File: config.mk
export PLATFORM = sky130hd
export DESIGN_NAME = id_stage
export DESIGN_NICKNAME = d
export VERILOG_FILES = /design/src/hw/alpha_pkg.sv /design/src/hw/id_ifs.sv /design/src/hw/inst_decoder.sv /design/src/hw/operand_select.sv /design/src/hw/id_dispatch_reg.sv /design/src/hw/id_stage.sv
export SDC_FILE = /design/constraint.sdc
export NUM_CORES = 1
export LEC_CHECK = 0
export BUFFER_PORTS_ARGS = -buffer_cell sky130_fd_sc_hd__buf_4
export CAP_MARGIN = 15
export CELL_PAD_IN_SITES_DETAIL_PLACEMENT = 0
export CELL_PAD_IN_SITES_GLOBAL_PLACEMENT = 1
export CORE_AREA = 2 2 198 200
export DETAILED_ROUTE_END_ITERATION = 6
export DIE_AREA = 0 0 200 202
export PLACE_DENSITY_LB_ADDON = 0.1
export SYNTH_ARGS = -nofsm -noshare
export SYNTH_HDL_FRONTEND = slang
export SYNTH_SLANG_ARGS = --single-unit
File: constraint.sdc
create_clock -name clock -period 1.45 [get_ports clock]
set_input_delay 0.0725 -clock clock [delete_from_list [all_inputs] [get_ports clock]]
set_output_delay 0.0725 -clock clock [all_outputs]
set_load 0.05 [all_outputs]
File: src/hw/alpha_pkg.sv
`default_nettype none

package alpha_pkg;

	////////////////////////////////////////////////////////////
	// widths and fixed values
	////////////////////////////////////////////////////////////

	localparam int XLEN = 64;                     // datapath width
	localparam logic [4:0] ZERO_REG = 5'd31;      // r31 reads as zero, no writeback

	// PAL function field, inst[25:0]
	localparam logic [25:0] PAL_HALT  = 26'h555;
	localparam logic [25:0] PAL_WHAMI = 26'h03c;  // cpuid into ra

	////////////////////////////////////////////////////////////
	// primary opcodes, inst[31:26]
	////////////////////////////////////////////////////////////

	typedef enum logic [5:0] {
		OP_PAL   = 6'h00,
		OP_LDA   = 6'h08,
		OP_INTA  = 6'h10,  // integer arith
		OP_INTL  = 6'h11,  // integer logical
		OP_INTS  = 6'h12,  // shifts
		OP_INTM  = 6'h13,  // multiply
		OP_ITFP  = 6'h14,
		OP_FLTV  = 6'h15,
		OP_FLTI  = 6'h16,
		OP_FLTL  = 6'h17,
		OP_MISC  = 6'h18,
		OP_JSR   = 6'h1a,  // jmp/jsr/ret/jsr_co share this one
		OP_FTPI  = 6'h1c,
		OP_LDQ   = 6'h29,
		OP_LDQ_L = 6'h2b,
		OP_STQ   = 6'h2d,
		OP_STQ_C = 6'h2f,
		OP_BR    = 6'h30,
		OP_FBEQ  = 6'h31,
		OP_FBLT  = 6'h32,
		OP_FBLE  = 6'h33,
		OP_BSR   = 6'h34,
		OP_FBNE  = 6'h35,
		OP_FBGE  = 6'h36,
		OP_FBGT  = 6'h37,
		OP_BLBC  = 6'h38,
		OP_BEQ   = 6'h39,
		OP_BLT   = 6'h3a,
		OP_BLE   = 6'h3b,
		OP_BLBS  = 6'h3c,
		OP_BNE   = 6'h3d,
		OP_BGE   = 6'h3e,
		OP_BGT   = 6'h3f
	} op_e;

	////////////////////////////////////////////////////////////
	// ALU functions and operand mux selects
	////////////////////////////////////////////////////////////

	typedef enum logic [4:0] {
		ALU_ADDQ   = 5'h00,  // also the no-op default
		ALU_SUBQ   = 5'h01,
		ALU_AND    = 5'h02,
		ALU_BIC    = 5'h03,
		ALU_BIS    = 5'h04,
		ALU_ORNOT  = 5'h05,
		ALU_XOR    = 5'h06,
		ALU_EQV    = 5'h07,
		ALU_SRL    = 5'h08,
		ALU_SLL    = 5'h09,
		ALU_SRA    = 5'h0a,
		ALU_MULQ   = 5'h0b,
		ALU_CMPEQ  = 5'h0c,
		ALU_CMPLT  = 5'h0d,
		ALU_CMPLE  = 5'h0e,
		ALU_CMPULT = 5'h0f,
		ALU_CMPULE = 5'h10
	} alu_func_e;

	typedef enum logic [1:0] {
		OPA_REGA     = 2'd0,  // tag, goes to rename
		OPA_MEM_DISP = 2'd1,
		OPA_NPC      = 2'd2,
		OPA_NOT3     = 2'd3   // word align mask for jumps
	} opa_sel_e;

	typedef enum logic [1:0] {
		OPB_REGB    = 2'd0,
		OPB_ALU_IMM = 2'd1,
		OPB_BR_DISP = 2'd2
	} opb_sel_e;

	typedef enum logic [1:0] {
		DEST_NONE = 2'd0,
		DEST_REGA = 2'd1,
		DEST_REGC = 2'd2
	} dest_sel_e;

	// function codes, inst[11:5], per group
	localparam logic [6:0] FN_ADDQ   = 7'h20;  // INTA
	localparam logic [6:0] FN_SUBQ   = 7'h29;
	localparam logic [6:0] FN_CMPEQ  = 7'h2d;
	localparam logic [6:0] FN_CMPLT  = 7'h4d;
	localparam logic [6:0] FN_CMPLE  = 7'h6d;
	localparam logic [6:0] FN_CMPULT = 7'h1d;
	localparam logic [6:0] FN_CMPULE = 7'h3d;
	localparam logic [6:0] FN_AND    = 7'h00;  // INTL
	localparam logic [6:0] FN_BIC    = 7'h08;
	localparam logic [6:0] FN_BIS    = 7'h20;
	localparam logic [6:0] FN_ORNOT  = 7'h28;
	localparam logic [6:0] FN_XOR    = 7'h40;
	localparam logic [6:0] FN_EQV    = 7'h48;
	localparam logic [6:0] FN_SRL    = 7'h34;  // INTS
	localparam logic [6:0] FN_SLL    = 7'h39;
	localparam logic [6:0] FN_SRA    = 7'h3c;
	localparam logic [6:0] FN_MULQ   = 7'h20;  // INTM

endpackage

`default_nettype wire

File: src/hw/id_ifs.sv
`default_nettype none

// decoder outputs for one slot
interface decode_ctrl_if import alpha_pkg::*; ();
	opa_sel_e  opa_sel;
	opb_sel_e  opb_sel;
	dest_sel_e dest_sel;
	alu_func_e alu_func;
	logic      rd_mem, wr_mem, ldl_mem, stc_mem;  // memory class
	logic      cond_branch, uncond_branch;
	logic      halt, cpuid, illegal, valid;

	modport decoder (output opa_sel, opb_sel, dest_sel, alu_func, rd_mem, wr_mem,
		ldl_mem, stc_mem, cond_branch, uncond_branch, halt, cpuid, illegal, valid);
	modport select (input opa_sel, opb_sel, dest_sel);  // mux selects only
	modport stage (input alu_func, rd_mem, wr_mem, ldl_mem, stc_mem, cond_branch,
		uncond_branch, halt, cpuid, illegal, valid);
endinterface

// operand values or tags for one slot
interface operand_bus_if import alpha_pkg::*; ();
	logic [XLEN-1:0] opa;
	logic [XLEN-1:0] opb;
	logic            opa_is_value;  // 0 means opa holds a reg index
	logic            opb_is_value;
	logic [4:0]      dest_idx;

	modport source (output opa, opb, opa_is_value, opb_is_value, dest_idx);
	modport sink (input opa, opb, opa_is_value, opb_is_value, dest_idx);
endinterface

`default_nettype wire

File: src/hw/inst_decoder.sv
`default_nettype none

// one slot of decode, pure PLA
module inst_decoder import alpha_pkg::*; (
	input wire [31:0] inst,
	input wire        valid_in,  // low means output no-op defaults
	decode_ctrl_if.decoder ctrl
);

	op_e       op;
	logic [6:0] fn;       // function code for operate format
	alu_func_e int_func;  // lookup result for integer groups
	logic      int_ok;    // function code known in its group

	assign op = op_e'(inst[31:26]);
	assign fn = inst[11:5];

	////////////////////////////////////////////////////////////
	// integer operate lookup
	////////////////////////////////////////////////////////////

	always_comb begin
		int_func = ALU_ADDQ;
		int_ok = 1'b1;
		case (op)
			OP_INTA: begin
				case (fn)
					FN_ADDQ:   int_func = ALU_ADDQ;
					FN_SUBQ:   int_func = ALU_SUBQ;
					FN_CMPEQ:  int_func = ALU_CMPEQ;
					FN_CMPLT:  int_func = ALU_CMPLT;
					FN_CMPLE:  int_func = ALU_CMPLE;
					FN_CMPULT: int_func = ALU_CMPULT;
					FN_CMPULE: int_func = ALU_CMPULE;
					default:   int_ok = 1'b0;  // scaled adds etc
				endcase
			end
			OP_INTL: begin
				case (fn)
					FN_AND:   int_func = ALU_AND;
					FN_BIC:   int_func = ALU_BIC;
					FN_BIS:   int_func = ALU_BIS;
					FN_ORNOT: int_func = ALU_ORNOT;
					FN_XOR:   int_func = ALU_XOR;
					FN_EQV:   int_func = ALU_EQV;
					default:  int_ok = 1'b0;  // cmov not supported
				endcase
			end
			OP_INTS: begin
				case (fn)
					FN_SRL:  int_func = ALU_SRL;
					FN_SLL:  int_func = ALU_SLL;
					FN_SRA:  int_func = ALU_SRA;
					default: int_ok = 1'b0;  // byte manipulation
				endcase
			end
			OP_INTM: begin
				if (fn == FN_MULQ)
					int_func = ALU_MULQ;
				else
					int_ok = 1'b0;
			end
			default: int_ok = 1'b0;
		endcase
	end

	////////////////////////////////////////////////////////////
	// main decode by opcode
	////////////////////////////////////////////////////////////

	always_comb begin
		// no-op unless overridden below
		ctrl.opa_sel = OPA_REGA;
		ctrl.opb_sel = OPB_REGB;
		ctrl.dest_sel = DEST_NONE;
		ctrl.alu_func = ALU_ADDQ;
		ctrl.rd_mem = 1'b0;
		ctrl.wr_mem = 1'b0;
		ctrl.ldl_mem = 1'b0;
		ctrl.stc_mem = 1'b0;
		ctrl.cond_branch = 1'b0;
		ctrl.uncond_branch = 1'b0;
		ctrl.halt = 1'b0;
		ctrl.cpuid = 1'b0;
		ctrl.illegal = 1'b0;
		if (valid_in) begin
			case (op)
				OP_PAL: begin
					if (inst[25:0] == PAL_HALT) begin
						ctrl.halt = 1'b1;
					end else if (inst[25:0] == PAL_WHAMI) begin
						ctrl.cpuid = 1'b1;
						ctrl.dest_sel = DEST_REGA;  // cpu id lands in ra
					end else begin
						ctrl.illegal = 1'b1;  // other PAL calls
					end
				end
				OP_INTA, OP_INTL, OP_INTS, OP_INTM: begin
					if (int_ok) begin
						ctrl.opb_sel = inst[12] ? OPB_ALU_IMM : OPB_REGB;  // literal form
						ctrl.dest_sel = DEST_REGC;
						ctrl.alu_func = int_func;
					end else begin
						ctrl.illegal = 1'b1;
					end
				end
				OP_LDA, OP_LDQ, OP_LDQ_L, OP_STQ, OP_STQ_C: begin
					// address = rb + sign extended disp
					ctrl.opa_sel = OPA_MEM_DISP;
					ctrl.dest_sel = (op == OP_STQ) ? DEST_NONE : DEST_REGA;
					ctrl.rd_mem = (op == OP_LDQ) || (op == OP_LDQ_L);
					ctrl.ldl_mem = (op == OP_LDQ_L);
					ctrl.wr_mem = (op == OP_STQ) || (op == OP_STQ_C);
					ctrl.stc_mem = (op == OP_STQ_C);  // ra gets success flag
				end
				OP_JSR: begin
					ctrl.opa_sel = OPA_NOT3;
					ctrl.alu_func = ALU_AND;  // rb & ~3, word aligned target
					ctrl.dest_sel = DEST_REGA;  // return address
					ctrl.uncond_branch = 1'b1;
				end
				OP_BR, OP_BSR: begin
					ctrl.opa_sel = OPA_NPC;
					ctrl.opb_sel = OPB_BR_DISP;
					ctrl.dest_sel = DEST_REGA;
					ctrl.uncond_branch = 1'b1;
				end
				OP_BLBC, OP_BEQ, OP_BLT, OP_BLE, OP_BLBS, OP_BNE, OP_BGE, OP_BGT: begin
					ctrl.opa_sel = OPA_NPC;  // target = npc + disp*4
					ctrl.opb_sel = OPB_BR_DISP;
					ctrl.cond_branch = 1'b1;
				end
				OP_ITFP, OP_FLTV, OP_FLTI, OP_FLTL, OP_MISC, OP_FTPI,
				OP_FBEQ, OP_FBLT, OP_FBLE, OP_FBNE, OP_FBGE, OP_FBGT:
					ctrl.illegal = 1'b1;  // no fp, no misc
				default: ctrl.illegal = 1'b1;  // unknown opcode
			endcase
		end
	end

	// halt and illegal never count as valid, fetch stops on these
	assign ctrl.valid = valid_in & ~ctrl.illegal & ~ctrl.halt;

endmodule

`default_nettype wire

File: src/hw/operand_select.sv
`default_nettype none

// immediates plus opa/opb/dest muxes for one slot
module operand_select import alpha_pkg::*; (
	input wire [31:0]     inst,
	input wire [XLEN-1:0] npc,  // pc + 4 of this slot
	decode_ctrl_if.select ctrl,
	operand_bus_if.source ops
);

	logic [4:0]      ra_idx;
	logic [4:0]      rb_idx;
	logic [4:0]      rc_idx;
	logic [XLEN-1:0] mem_disp;
	logic [XLEN-1:0] br_disp;
	logic [XLEN-1:0] alu_imm;

	// register fields of this slot's own instruction
	assign ra_idx = inst[25:21];
	assign rb_idx = inst[20:16];
	assign rc_idx = inst[4:0];

	assign mem_disp = {{(XLEN-16){inst[15]}}, inst[15:0]};         // sext 16
	assign br_disp = {{(XLEN-23){inst[20]}}, inst[20:0], 2'b00};   // sext 21, x4
	assign alu_imm = {{(XLEN-8){1'b0}}, inst[20:13]};               // zext literal

	////////////////////////////////////////////////////////////
	// opa mux
	////////////////////////////////////////////////////////////

	always_comb begin
		case (ctrl.opa_sel)
			OPA_MEM_DISP: begin
				ops.opa = mem_disp;
				ops.opa_is_value = 1'b1;
			end
			OPA_NPC: begin
				ops.opa = npc;
				ops.opa_is_value = 1'b1;
			end
			OPA_NOT3: begin
				ops.opa = {{(XLEN-2){1'b1}}, 2'b00};  // ~3
				ops.opa_is_value = 1'b1;
			end
			default: begin
				ops.opa = {{(XLEN-5){1'b0}}, ra_idx};  // tag for rename
				ops.opa_is_value = 1'b0;
			end
		endcase
	end

	////////////////////////////////////////////////////////////
	// opb mux, tag bit driven on every path
	////////////////////////////////////////////////////////////

	always_comb begin
		case (ctrl.opb_sel)
			OPB_ALU_IMM: begin
				ops.opb = alu_imm;
				ops.opb_is_value = 1'b1;
			end
			OPB_BR_DISP: begin
				ops.opb = br_disp;
				ops.opb_is_value = 1'b1;
			end
			default: begin
				ops.opb = {{(XLEN-5){1'b0}}, rb_idx};
				ops.opb_is_value = 1'b0;
			end
		endcase
	end

	// destination index
	always_comb begin
		case (ctrl.dest_sel)
			DEST_REGA: ops.dest_idx = ra_idx;
			DEST_REGC: ops.dest_idx = rc_idx;
			default:   ops.dest_idx = ZERO_REG;  // no writeback
		endcase
	end

endmodule

`default_nettype wire

File: src/hw/id_dispatch_reg.sv
`default_nettype none

// ID/dispatch pipeline register, both slots
module id_dispatch_reg import alpha_pkg::*; (
	input wire        clock,
	input wire        rst_n,
	decode_ctrl_if.stage ctrl1,
	decode_ctrl_if.stage ctrl2,
	operand_bus_if.sink  ops1,
	operand_bus_if.sink  ops2,
	input wire [5:0]  op_type1,
	input wire [5:0]  op_type2,
	// slot 1
	output logic [XLEN-1:0] opa_1,
	output logic [XLEN-1:0] opb_1,
	output logic            opa_is_value_1,
	output logic            opb_is_value_1,
	output logic [4:0]      dest_idx_1,
	output alu_func_e       alu_func_1,
	output logic [5:0]      op_type_1,
	output logic            rd_mem_1,
	output logic            wr_mem_1,
	output logic            ldl_mem_1,
	output logic            stc_mem_1,
	output logic            cond_branch_1,
	output logic            uncond_branch_1,
	output logic            halt_1,
	output logic            cpuid_1,
	output logic            illegal_1,
	output logic            valid_1,
	// slot 2
	output logic [XLEN-1:0] opa_2,
	output logic [XLEN-1:0] opb_2,
	output logic            opa_is_value_2,
	output logic            opb_is_value_2,
	output logic [4:0]      dest_idx_2,
	output alu_func_e       alu_func_2,
	output logic [5:0]      op_type_2,
	output logic            rd_mem_2,
	output logic            wr_mem_2,
	output logic            ldl_mem_2,
	output logic            stc_mem_2,
	output logic            cond_branch_2,
	output logic            uncond_branch_2,
	output logic            halt_2,
	output logic            cpuid_2,
	output logic            illegal_2,
	output logic            valid_2
);

	logic       squash2;  // slot 1 halts, slot 2 must not issue
	logic [9:0] flags1;   // rd wr ldl stc cond uncond halt cpuid illegal valid
	logic [9:0] flags2;
	logic [4:0] dest2;

	assign squash2 = ctrl1.halt;

	assign flags1 = {ctrl1.rd_mem, ctrl1.wr_mem, ctrl1.ldl_mem, ctrl1.stc_mem,
		ctrl1.cond_branch, ctrl1.uncond_branch, ctrl1.halt, ctrl1.cpuid,
		ctrl1.illegal, ctrl1.valid};
	assign flags2 = squash2 ? '0 : {ctrl2.rd_mem, ctrl2.wr_mem, ctrl2.ldl_mem,
		ctrl2.stc_mem, ctrl2.cond_branch, ctrl2.uncond_branch, ctrl2.halt,
		ctrl2.cpuid, ctrl2.illegal, ctrl2.valid};
	assign dest2 = squash2 ? ZERO_REG : ops2.dest_idx;  // no writeback past halt

	always_ff @(posedge clock or negedge rst_n) begin
		if (!rst_n) begin
			{opa_1, opb_1, opa_is_value_1, opb_is_value_1} <= '0;
			{opa_2, opb_2, opa_is_value_2, opb_is_value_2} <= '0;
			dest_idx_1 <= ZERO_REG;
			dest_idx_2 <= ZERO_REG;
			alu_func_1 <= ALU_ADDQ;
			alu_func_2 <= ALU_ADDQ;
			op_type_1 <= '0;
			op_type_2 <= '0;
			{rd_mem_1, wr_mem_1, ldl_mem_1, stc_mem_1, cond_branch_1, uncond_branch_1,
				halt_1, cpuid_1, illegal_1, valid_1} <= '0;
			{rd_mem_2, wr_mem_2, ldl_mem_2, stc_mem_2, cond_branch_2, uncond_branch_2,
				halt_2, cpuid_2, illegal_2, valid_2} <= '0;
		end else begin
			// slot 1 straight through
			{opa_1, opb_1, opa_is_value_1, opb_is_value_1} <=
				{ops1.opa, ops1.opb, ops1.opa_is_value, ops1.opb_is_value};
			dest_idx_1 <= ops1.dest_idx;
			alu_func_1 <= ctrl1.alu_func;
			op_type_1 <= op_type1;
			{rd_mem_1, wr_mem_1, ldl_mem_1, stc_mem_1, cond_branch_1, uncond_branch_1,
				halt_1, cpuid_1, illegal_1, valid_1} <= flags1;
			// slot 2, operands kept, control killed on squash
			{opa_2, opb_2, opa_is_value_2, opb_is_value_2} <=
				{ops2.opa, ops2.opb, ops2.opa_is_value, ops2.opb_is_value};
			dest_idx_2 <= dest2;
			alu_func_2 <= ctrl2.alu_func;
			op_type_2 <= op_type2;
			{rd_mem_2, wr_mem_2, ldl_mem_2, stc_mem_2, cond_branch_2, uncond_branch_2,
				halt_2, cpuid_2, illegal_2, valid_2} <= flags2;
		end
	end

endmodule

`default_nettype wire

File: src/hw/id_stage.sv
`default_nettype none

// two-wide decode stage, one cycle to dispatch
module id_stage import alpha_pkg::*; (
	input wire            clock,
	input wire            rst_n,
	input wire [31:0]     inst1,
	input wire            valid1,
	input wire [XLEN-1:0] npc1,
	input wire [31:0]     inst2,
	input wire            valid2,
	input wire [XLEN-1:0] npc2,
	// slot 1, registered
	output logic [XLEN-1:0] opa_1,
	output logic [XLEN-1:0] opb_1,
	output logic            opa_is_value_1,  // 1 value, 0 reg tag
	output logic            opb_is_value_1,
	output logic [4:0]      dest_idx_1,      // ZERO_REG when no writeback
	output alu_func_e       alu_func_1,
	output logic [5:0]      op_type_1,
	output logic            rd_mem_1,
	output logic            wr_mem_1,
	output logic            ldl_mem_1,
	output logic            stc_mem_1,
	output logic            cond_branch_1,
	output logic            uncond_branch_1,
	output logic            halt_1,
	output logic            cpuid_1,
	output logic            illegal_1,
	output logic            valid_1,
	// slot 2, registered
	output logic [XLEN-1:0] opa_2,
	output logic [XLEN-1:0] opb_2,
	output logic            opa_is_value_2,
	output logic            opb_is_value_2,
	output logic [4:0]      dest_idx_2,
	output alu_func_e       alu_func_2,
	output logic [5:0]      op_type_2,
	output logic            rd_mem_2,
	output logic            wr_mem_2,
	output logic            ldl_mem_2,
	output logic            stc_mem_2,
	output logic            cond_branch_2,
	output logic            uncond_branch_2,
	output logic            halt_2,
	output logic            cpuid_2,
	output logic            illegal_2,
	output logic            valid_2
);

	decode_ctrl_if ctrl1 ();
	decode_ctrl_if ctrl2 ();
	operand_bus_if ops1 ();
	operand_bus_if ops2 ();

	////////////////////////////////////////////////////////////
	// combinational decode, one lane per slot
	////////////////////////////////////////////////////////////

	inst_decoder u_dec1 (
		.inst(inst1),
		.valid_in(valid1),
		.ctrl(ctrl1.decoder)
	);

	inst_decoder u_dec2 (
		.inst(inst2),
		.valid_in(valid2),
		.ctrl(ctrl2.decoder)
	);

	operand_select u_sel1 (
		.inst(inst1),
		.npc(npc1),
		.ctrl(ctrl1.select),
		.ops(ops1.source)
	);

	operand_select u_sel2 (
		.inst(inst2),  // own fields for slot 2
		.npc(npc2),
		.ctrl(ctrl2.select),
		.ops(ops2.source)
	);

	// pipeline register, outputs hook up by name
	id_dispatch_reg u_reg (
		.ctrl1(ctrl1.stage),
		.ctrl2(ctrl2.stage),
		.ops1(ops1.sink),
		.ops2(ops2.sink),
		.op_type1(inst1[31:26]),  // op type is the raw opcode
		.op_type2(inst2[31:26]),
		.*
	);

endmodule

`default_nettype wire

Yosys cells after proc, flatten, opt, wreduce, memory -nomap -nowiden --
Index checks and enable logic that the tools add are counted.
Word-level totals: flip-flop bits (word level) 312, input port bits 196, word-level logic and storage cells 268
Cells by class: equal/unequal tests 86, mux-type cells 110, bitwise logic cells 8, reduce and logical (&&, ||, !) cells 30
Operator list (number):
- one-hot mux 64 bit (3 select lines) | 2
- one-hot mux 64 bit (2 select lines) | 2
- == test 6 bit, second input constant | 28
- == test 7 x 6 -> 1 bit, second input constant | 16
- 2-to-1 mux 1 bit | 64
- == test 6 x 5 -> 1 bit, second input constant | 10
- one-hot mux 5 bit (6 select lines) | 2
- == test 7 bit, second input constant | 8
- == test 26 x 11 -> 1 bit, second input constant | 2
- == test 26 x 6 -> 1 bit, second input constant | 2
- one-hot mux 5 bit (2 select lines) | 4
- one-hot mux 5 bit (4 select lines) | 2
- one-hot mux 3 bit (6 select lines) | 2
- OR reduction 16 bit | 2
- 2-to-1 mux 5 bit | 5
- 2-to-1 mux 2 bit | 12
- one-hot mux 4 bit (3 select lines) | 2
- OR reduction 10 bit | 2
- OR reduction 3 bit | 6
- == test 2 bit, second input constant | 8
- one-hot mux 2 bit (4 select lines) | 2
- OR reduction 8 bit | 2
- == test 7 x 4 -> 1 bit, second input constant | 2
- == test 7 x 5 -> 1 bit, second input constant | 2
- other kinds (18) | 45

Depth between registers and ports, before layout --
word-level depth 11, mapped depth 10, gate-level depth less buffers 8

Modules after synthesis --
From an unflattened synthesis, not the netlist that was laid out.
Unflattened totals: cell total of the unflattened synthesis 1102, area total of the unflattened synthesis 12278.0 µm²
Modules (own cells, without submodules):
- id_dispatch_reg | instances 1, cells each 328, area each 7931.4 µm², seq. area each 7820.0 µm²
- operand_select | instances 2, cells each 253, area each 1388.8 µm², seq. area each 0.0 µm²
- inst_decoder | instances 2, cells each 134, area each 784.5 µm², seq. area each 0.0 µm²

Worst setup path after synthesis --
OpenSTA, ideal clock, no wires.
path type input port to flip-flop, start point input port inst1[31], end point register u_reg.opb_1[4], library setup time 0.136 ns, arrival time 2.172 ns, required time 1.314 ns, slack -0.858 ns, stages 10, cell sequence buf_6 > nor4b_4 > nand2_2 > o32ai_4 > o311ai_4 > or2_1 > ha_1 > clkbuf_1 > a22oi_1 > o21ai_0
On the way: longest elaborated chain between the ends 7, elaborated cells on any way between the ends 23, classes of those cells eq/ne (16); mux (5); reduce/logical (2)
Ends and longest elaborated chain:
- from (decl) | RTL line id_stage.sv:7 | input wire [31:0] inst1,
- == test 6 x 5 -> 1 bit | RTL line inst_decoder.sv:25, inst_decoder.sv:87
- one-hot mux 1 bit (4 select lines) | RTL line inst_decoder.sv:25 | case (op)
- 2-to-1 mux 2 bit | RTL line inst_decoder.sv:99 | if (int_ok) begin
- one-hot mux 2 bit (2 select lines) * | RTL line inst_decoder.sv:87 | case (op)
- 2-to-1 mux 2 bit * | RTL line inst_decoder.sv:86 | if (valid_in) begin
- == test 2 bit or == test 2 x 1 -> 1 bit (tied branches) | RTL line operand_select.sv:57 | case (ctrl.opb_sel)
- one-hot mux 64 bit (2 select lines) * | RTL line operand_select.sv:57
- named net ops1.opb[4] | RTL line id_ifs.sv:23 | logic [XLEN-1:0] opb;
- to (signal assigned) | RTL line id_dispatch_reg.sv:82 | {opa_1, opb_1, opa_is_value_1, opb_is_value_1} <=
- to (decl) | RTL line id_dispatch_reg.sv:15 | output logic [XLEN-1:0] opb_1,
Mark *: on every way through the listed nets, which the timed path passes. The rest lies on a longest branch.

==> results.md <==
* Detailed-router iteration count before antenna repair at 4
* Highest Clock Rate at about 0.62 GHz
* Worst min path class: input port to asynchronous set/reset pin
* CTS tree: yes
* Ports at 508
* Run status: complete, but fails checks
* Cell Rows at between 70 and 80
* Multi-input gate area at roughly 0.0038 mm2
* Cell Pwr Density at about 900 mW/mm2
* #FFs+latches synth at 230
* H-tree Lvls at 1
* First-pass GRT wire length at between 60,000 and 70,000 um
* Hold Vio Cnt, Final at 0
* Vias at 10,200
* Switching fraction of total power at ~28%
* FF/Latch Area at 0.00577 mm2
* CP arrival at between 1.5 and 2 ns
* Design Area, Final at 0.0199 mm2
* Slew @ Worst Pin at 0.510 ns
* IO buf count at between 500 and 600
* Setup WS pre-CTS at -0.943 ns
* Synth cell types at 74
* GPL Wtd Cong at 0.843
* Fin. max-slew vios at 0
* Clock Power Share at 40.8%
* Total net switching power at between 5 and 6 mW
* Setup CP Type: flip-flop to output pin
* Maxcap violations at 0
* Sink Count at between 200 and 250
* Sequential share of power at ~38%
* CTS root buf: clkbuf_16
* RSZ-0062 raised after global routing: yes
* Die Y-Extent at about 200 um
* Final setup violating endpoints at around 110
* DR DRC count at 0
* Non-Filler Instances at approximately 2,300
* FFs w/ async S/R, synth at 100%
* CTS max path bufs at 3
* DR vias/cell at 4.46
* Synthesis-to-finish area growth at 96.5%
* Nets@finish at around 2,000
* Vias in the first global route at approximately 10,000
* Core ar. at ~0.038 mm2
* Num CTS Buffers at 28
* Placement Cell Area at about 0.016 mm2
* Clk pin slew, worst setup/hold paths at about 0.060 ns
* Fin crit share at 111%
* Worst hold margin at ~0.027 ns
* Pleak at between 10 and 15 nW
* Post-layout min period at roughly 1.6 ns
* Syn_nets at 1,160
* Maximum vdd drop at 0.769 mV
* WL final at ~46,000 um
* Wire per inst at roughly 20 um
* Req. time, crit path at 1.38 ns
* 1st-iter DRT viols at 403
* Setup crit start kind: flip-flop
* Relative slew slack at approximately 66%
* Failing checks: setup timing
* Share of layout cells above drive strength 1 at 48.1%
* Ys flop type: dfrtp_1
* Final ANT Viol Nets at 0
* Core Util, Final at approximately 52%
* Logic pwr share at ~22%
* Fillcell total at between 3,000 and 4,000
* Sequential area share after synthesis at between 50% and 60%
* Largest net degree at the start of global routing at 52
* # diodes at 0
* Worst setup EP type: output pin
* Initial antenna violation count at 0
* GRT Total Usage at 20.5%
* Post-route setup slack at -0.161 ns
* Synthesized area at a little over 0.01 mm2
* Crit path from: u_reg.opb_1[62]
* Remaining Overflow, GRT at 0
* Starting Density at a little over a quarter
* Pint at between 10 and 15 mW
* Synth warn at 0
* CP Max Fanout at 10
* Die Span X at about 200 um
* Post-DP HPWL at approximately 32,000 um
* Post-synth EDFFs at 0
* Cells after Synth at approximately 960
* Die ar. at 0.0404 mm2
* Worst Setup EP: opb_1[24]
* Placed insts at just over 2,000
* Mapped Avg Cell Area at 10.6 um2
placed cells by master, fill, tap and decap left out, drive strengths merged, types with 4 or more instances in the layout:
cell / count
buf: 710
dfrtp: 220
dlygate4sd3: 200
nand2: 117
a21oi: 68
nor2: 57
a21o: 54
clkbuf: 47
and2: 36
o21ai: 33
inv: 18
a22oi: 17
nor3: 16
nand3: 13
nor4: 12
dfstp: 10
nor4b: 9
nor2b: 8
nand2b: 8
ha: 8
nand4: 6
a221o: 6
clkinv: 6
a31oi: 6
a22o: 5
or3: 4
mux2i: 4
xnor2: 4
a32o: 4
o21a: 4
bufinv: 4
nor3b: 4
state kept, by name, indices dropped and copies added (netlist names), 5 cells and up:
register / count
u_reg.alu_func_1: 5
u_reg.alu_func_2: 5
u_reg.dest_idx_1: 5
u_reg.dest_idx_2: 5
u_reg.op_type_1: 6
u_reg.op_type_2: 6
u_reg.opa_1: 64
u_reg.opa_2: 64
u_reg.opb_1: 23
u_reg.opb_2: 23
power by group through the flow:
stage          registers (mW)  clock network [mW]  logic, mW
3_5_place_dp             6.83                   0       3.25
3_3_place_gp             6.82                   0       3.24
6_report                 6.72                7.31       3.89
4_1_cts                  6.72                7.52       3.76
5_1_grt                  6.73                7.79       4.11
2_1_floorplan            7.63                   0      0.838
cells in the mapped netlist, types with 3 or more instances:
library cell    n  area share (%)
clkbuf_1       42             1.6
nand4_1         6            0.37
buf_6           3            0.33
nand2_1       116             4.3
a31oi_1         5            0.31
nor2b_1         8            0.49
o21ai_0        31             1.5
nor3_1         15            0.74
a22o_1          5            0.43
xor2_1          3            0.26
a2bb2oi_1       3            0.26
o22ai_1         3            0.19
a22oi_1        17             1.3
nor4_1         12            0.74
nand4b_1        3            0.26
a21oi_1        66             3.3
nor4b_1         7            0.61
or4_1           3            0.22
a211oi_1        3            0.22
xnor2_1         4            0.35
nor2_1         56             2.1
buf_4          85             6.3
a32o_1          4            0.40
o21a_1          4            0.30
dfrtp_1       220              54
a32oi_1         3            0.26
or3_1           4            0.25
mux2i_1         4            0.40
and3b_1         3            0.26
dfstp_2        10             2.6
nand3_1        13            0.64
a221o_1         6            0.59
inv_1          17            0.63
a21o_1         54             4.0
buf_2          14            0.69
o221ai_1        3            0.26
ha_1            8            0.99
and2_1         36             2.2
nand2b_1        8            0.49
buf_1           4            0.15
nor3b_1         4            0.30
critical path, stage by stage (launching register included):
cell,delay [ns]
dfrtp_2,0.47
buf_4,0.17
clkbuf_16,0.17
buf_6,0.16
final cells by class:
type / count / share of cell area (%)
Clock buffer: 38 / 3.91
Multi-Input combinational cell: 559 / 19.0
Tap cell: 518 / 3.26
Sequential cell: 230 / 29.0
Timing Repair Buffer: 920 / 43.6
Clock inverter: 10 / 0.880
Inverter: 18 / 0.340
how the worst min path moves through the flow:
stage / to / slack (ns) / cells past startpoint
2_1_floorplan: u_reg.alu_func_1[0] / -0.22 / 0
3_3_place_gp: u_reg.alu_func_2[2] / 0.03 / 1
3_5_place_dp: u_reg.alu_func_2[2] / 0.04 / 1
4_1_cts: u_reg.alu_func_2[4] / 0.00005 / 4
5_1_grt: u_reg.alu_func_2[4] / 0.02 / 4
6_report: u_reg.op_type_2[1] / 0.03 / 2
timing repair:
item / in CTS / in global routing
endpoints found under the setup margin: 119 / 202
pin swaps: 16 / 17
hold endpoints to repair: 442 / 1
gates resized for setup: 73 / 158
hold buffers: 202 / 1
buffers inserted: 8 / 11
gates cloned: 0 / 14
stage by stage:
step	setup TNS (ns)	power, mW
2_1_floorplan	-34.42	8.47
3_3_place_gp	-87.56	10.1
3_5_place_dp	-90.17	10.1
4_1_cts	-7.09	18.0
5_1_grt	-16.54	18.6
6_report	-10.35	17.9
cell families after synthesis:
logic type	count (synthesis)	share of synthesized area, %
adder cells (fa/ha/maj)	8	0.988
AND/OR/NAND/NOR	312	15.8
buffers and inverters	167	9.75
multiplexers	6	0.618
flip-flops	230	56.9
XOR/XNOR	7	0.605
AO/OA/AOI/OAI	226	15.3
layer usage:
layer	wire length (um)	part of all wire [%]	vias to the layer above	GRT usage (%)
met2	22700	50	370	35.2
met1	18000	39	4980	24.7
li1	-	-	4813	-
met4	1200	2.6	0	6.35
met5	0	0	-	0
met3	3660	8.0	64	5.81
Power figures use the tool's default switching activity.
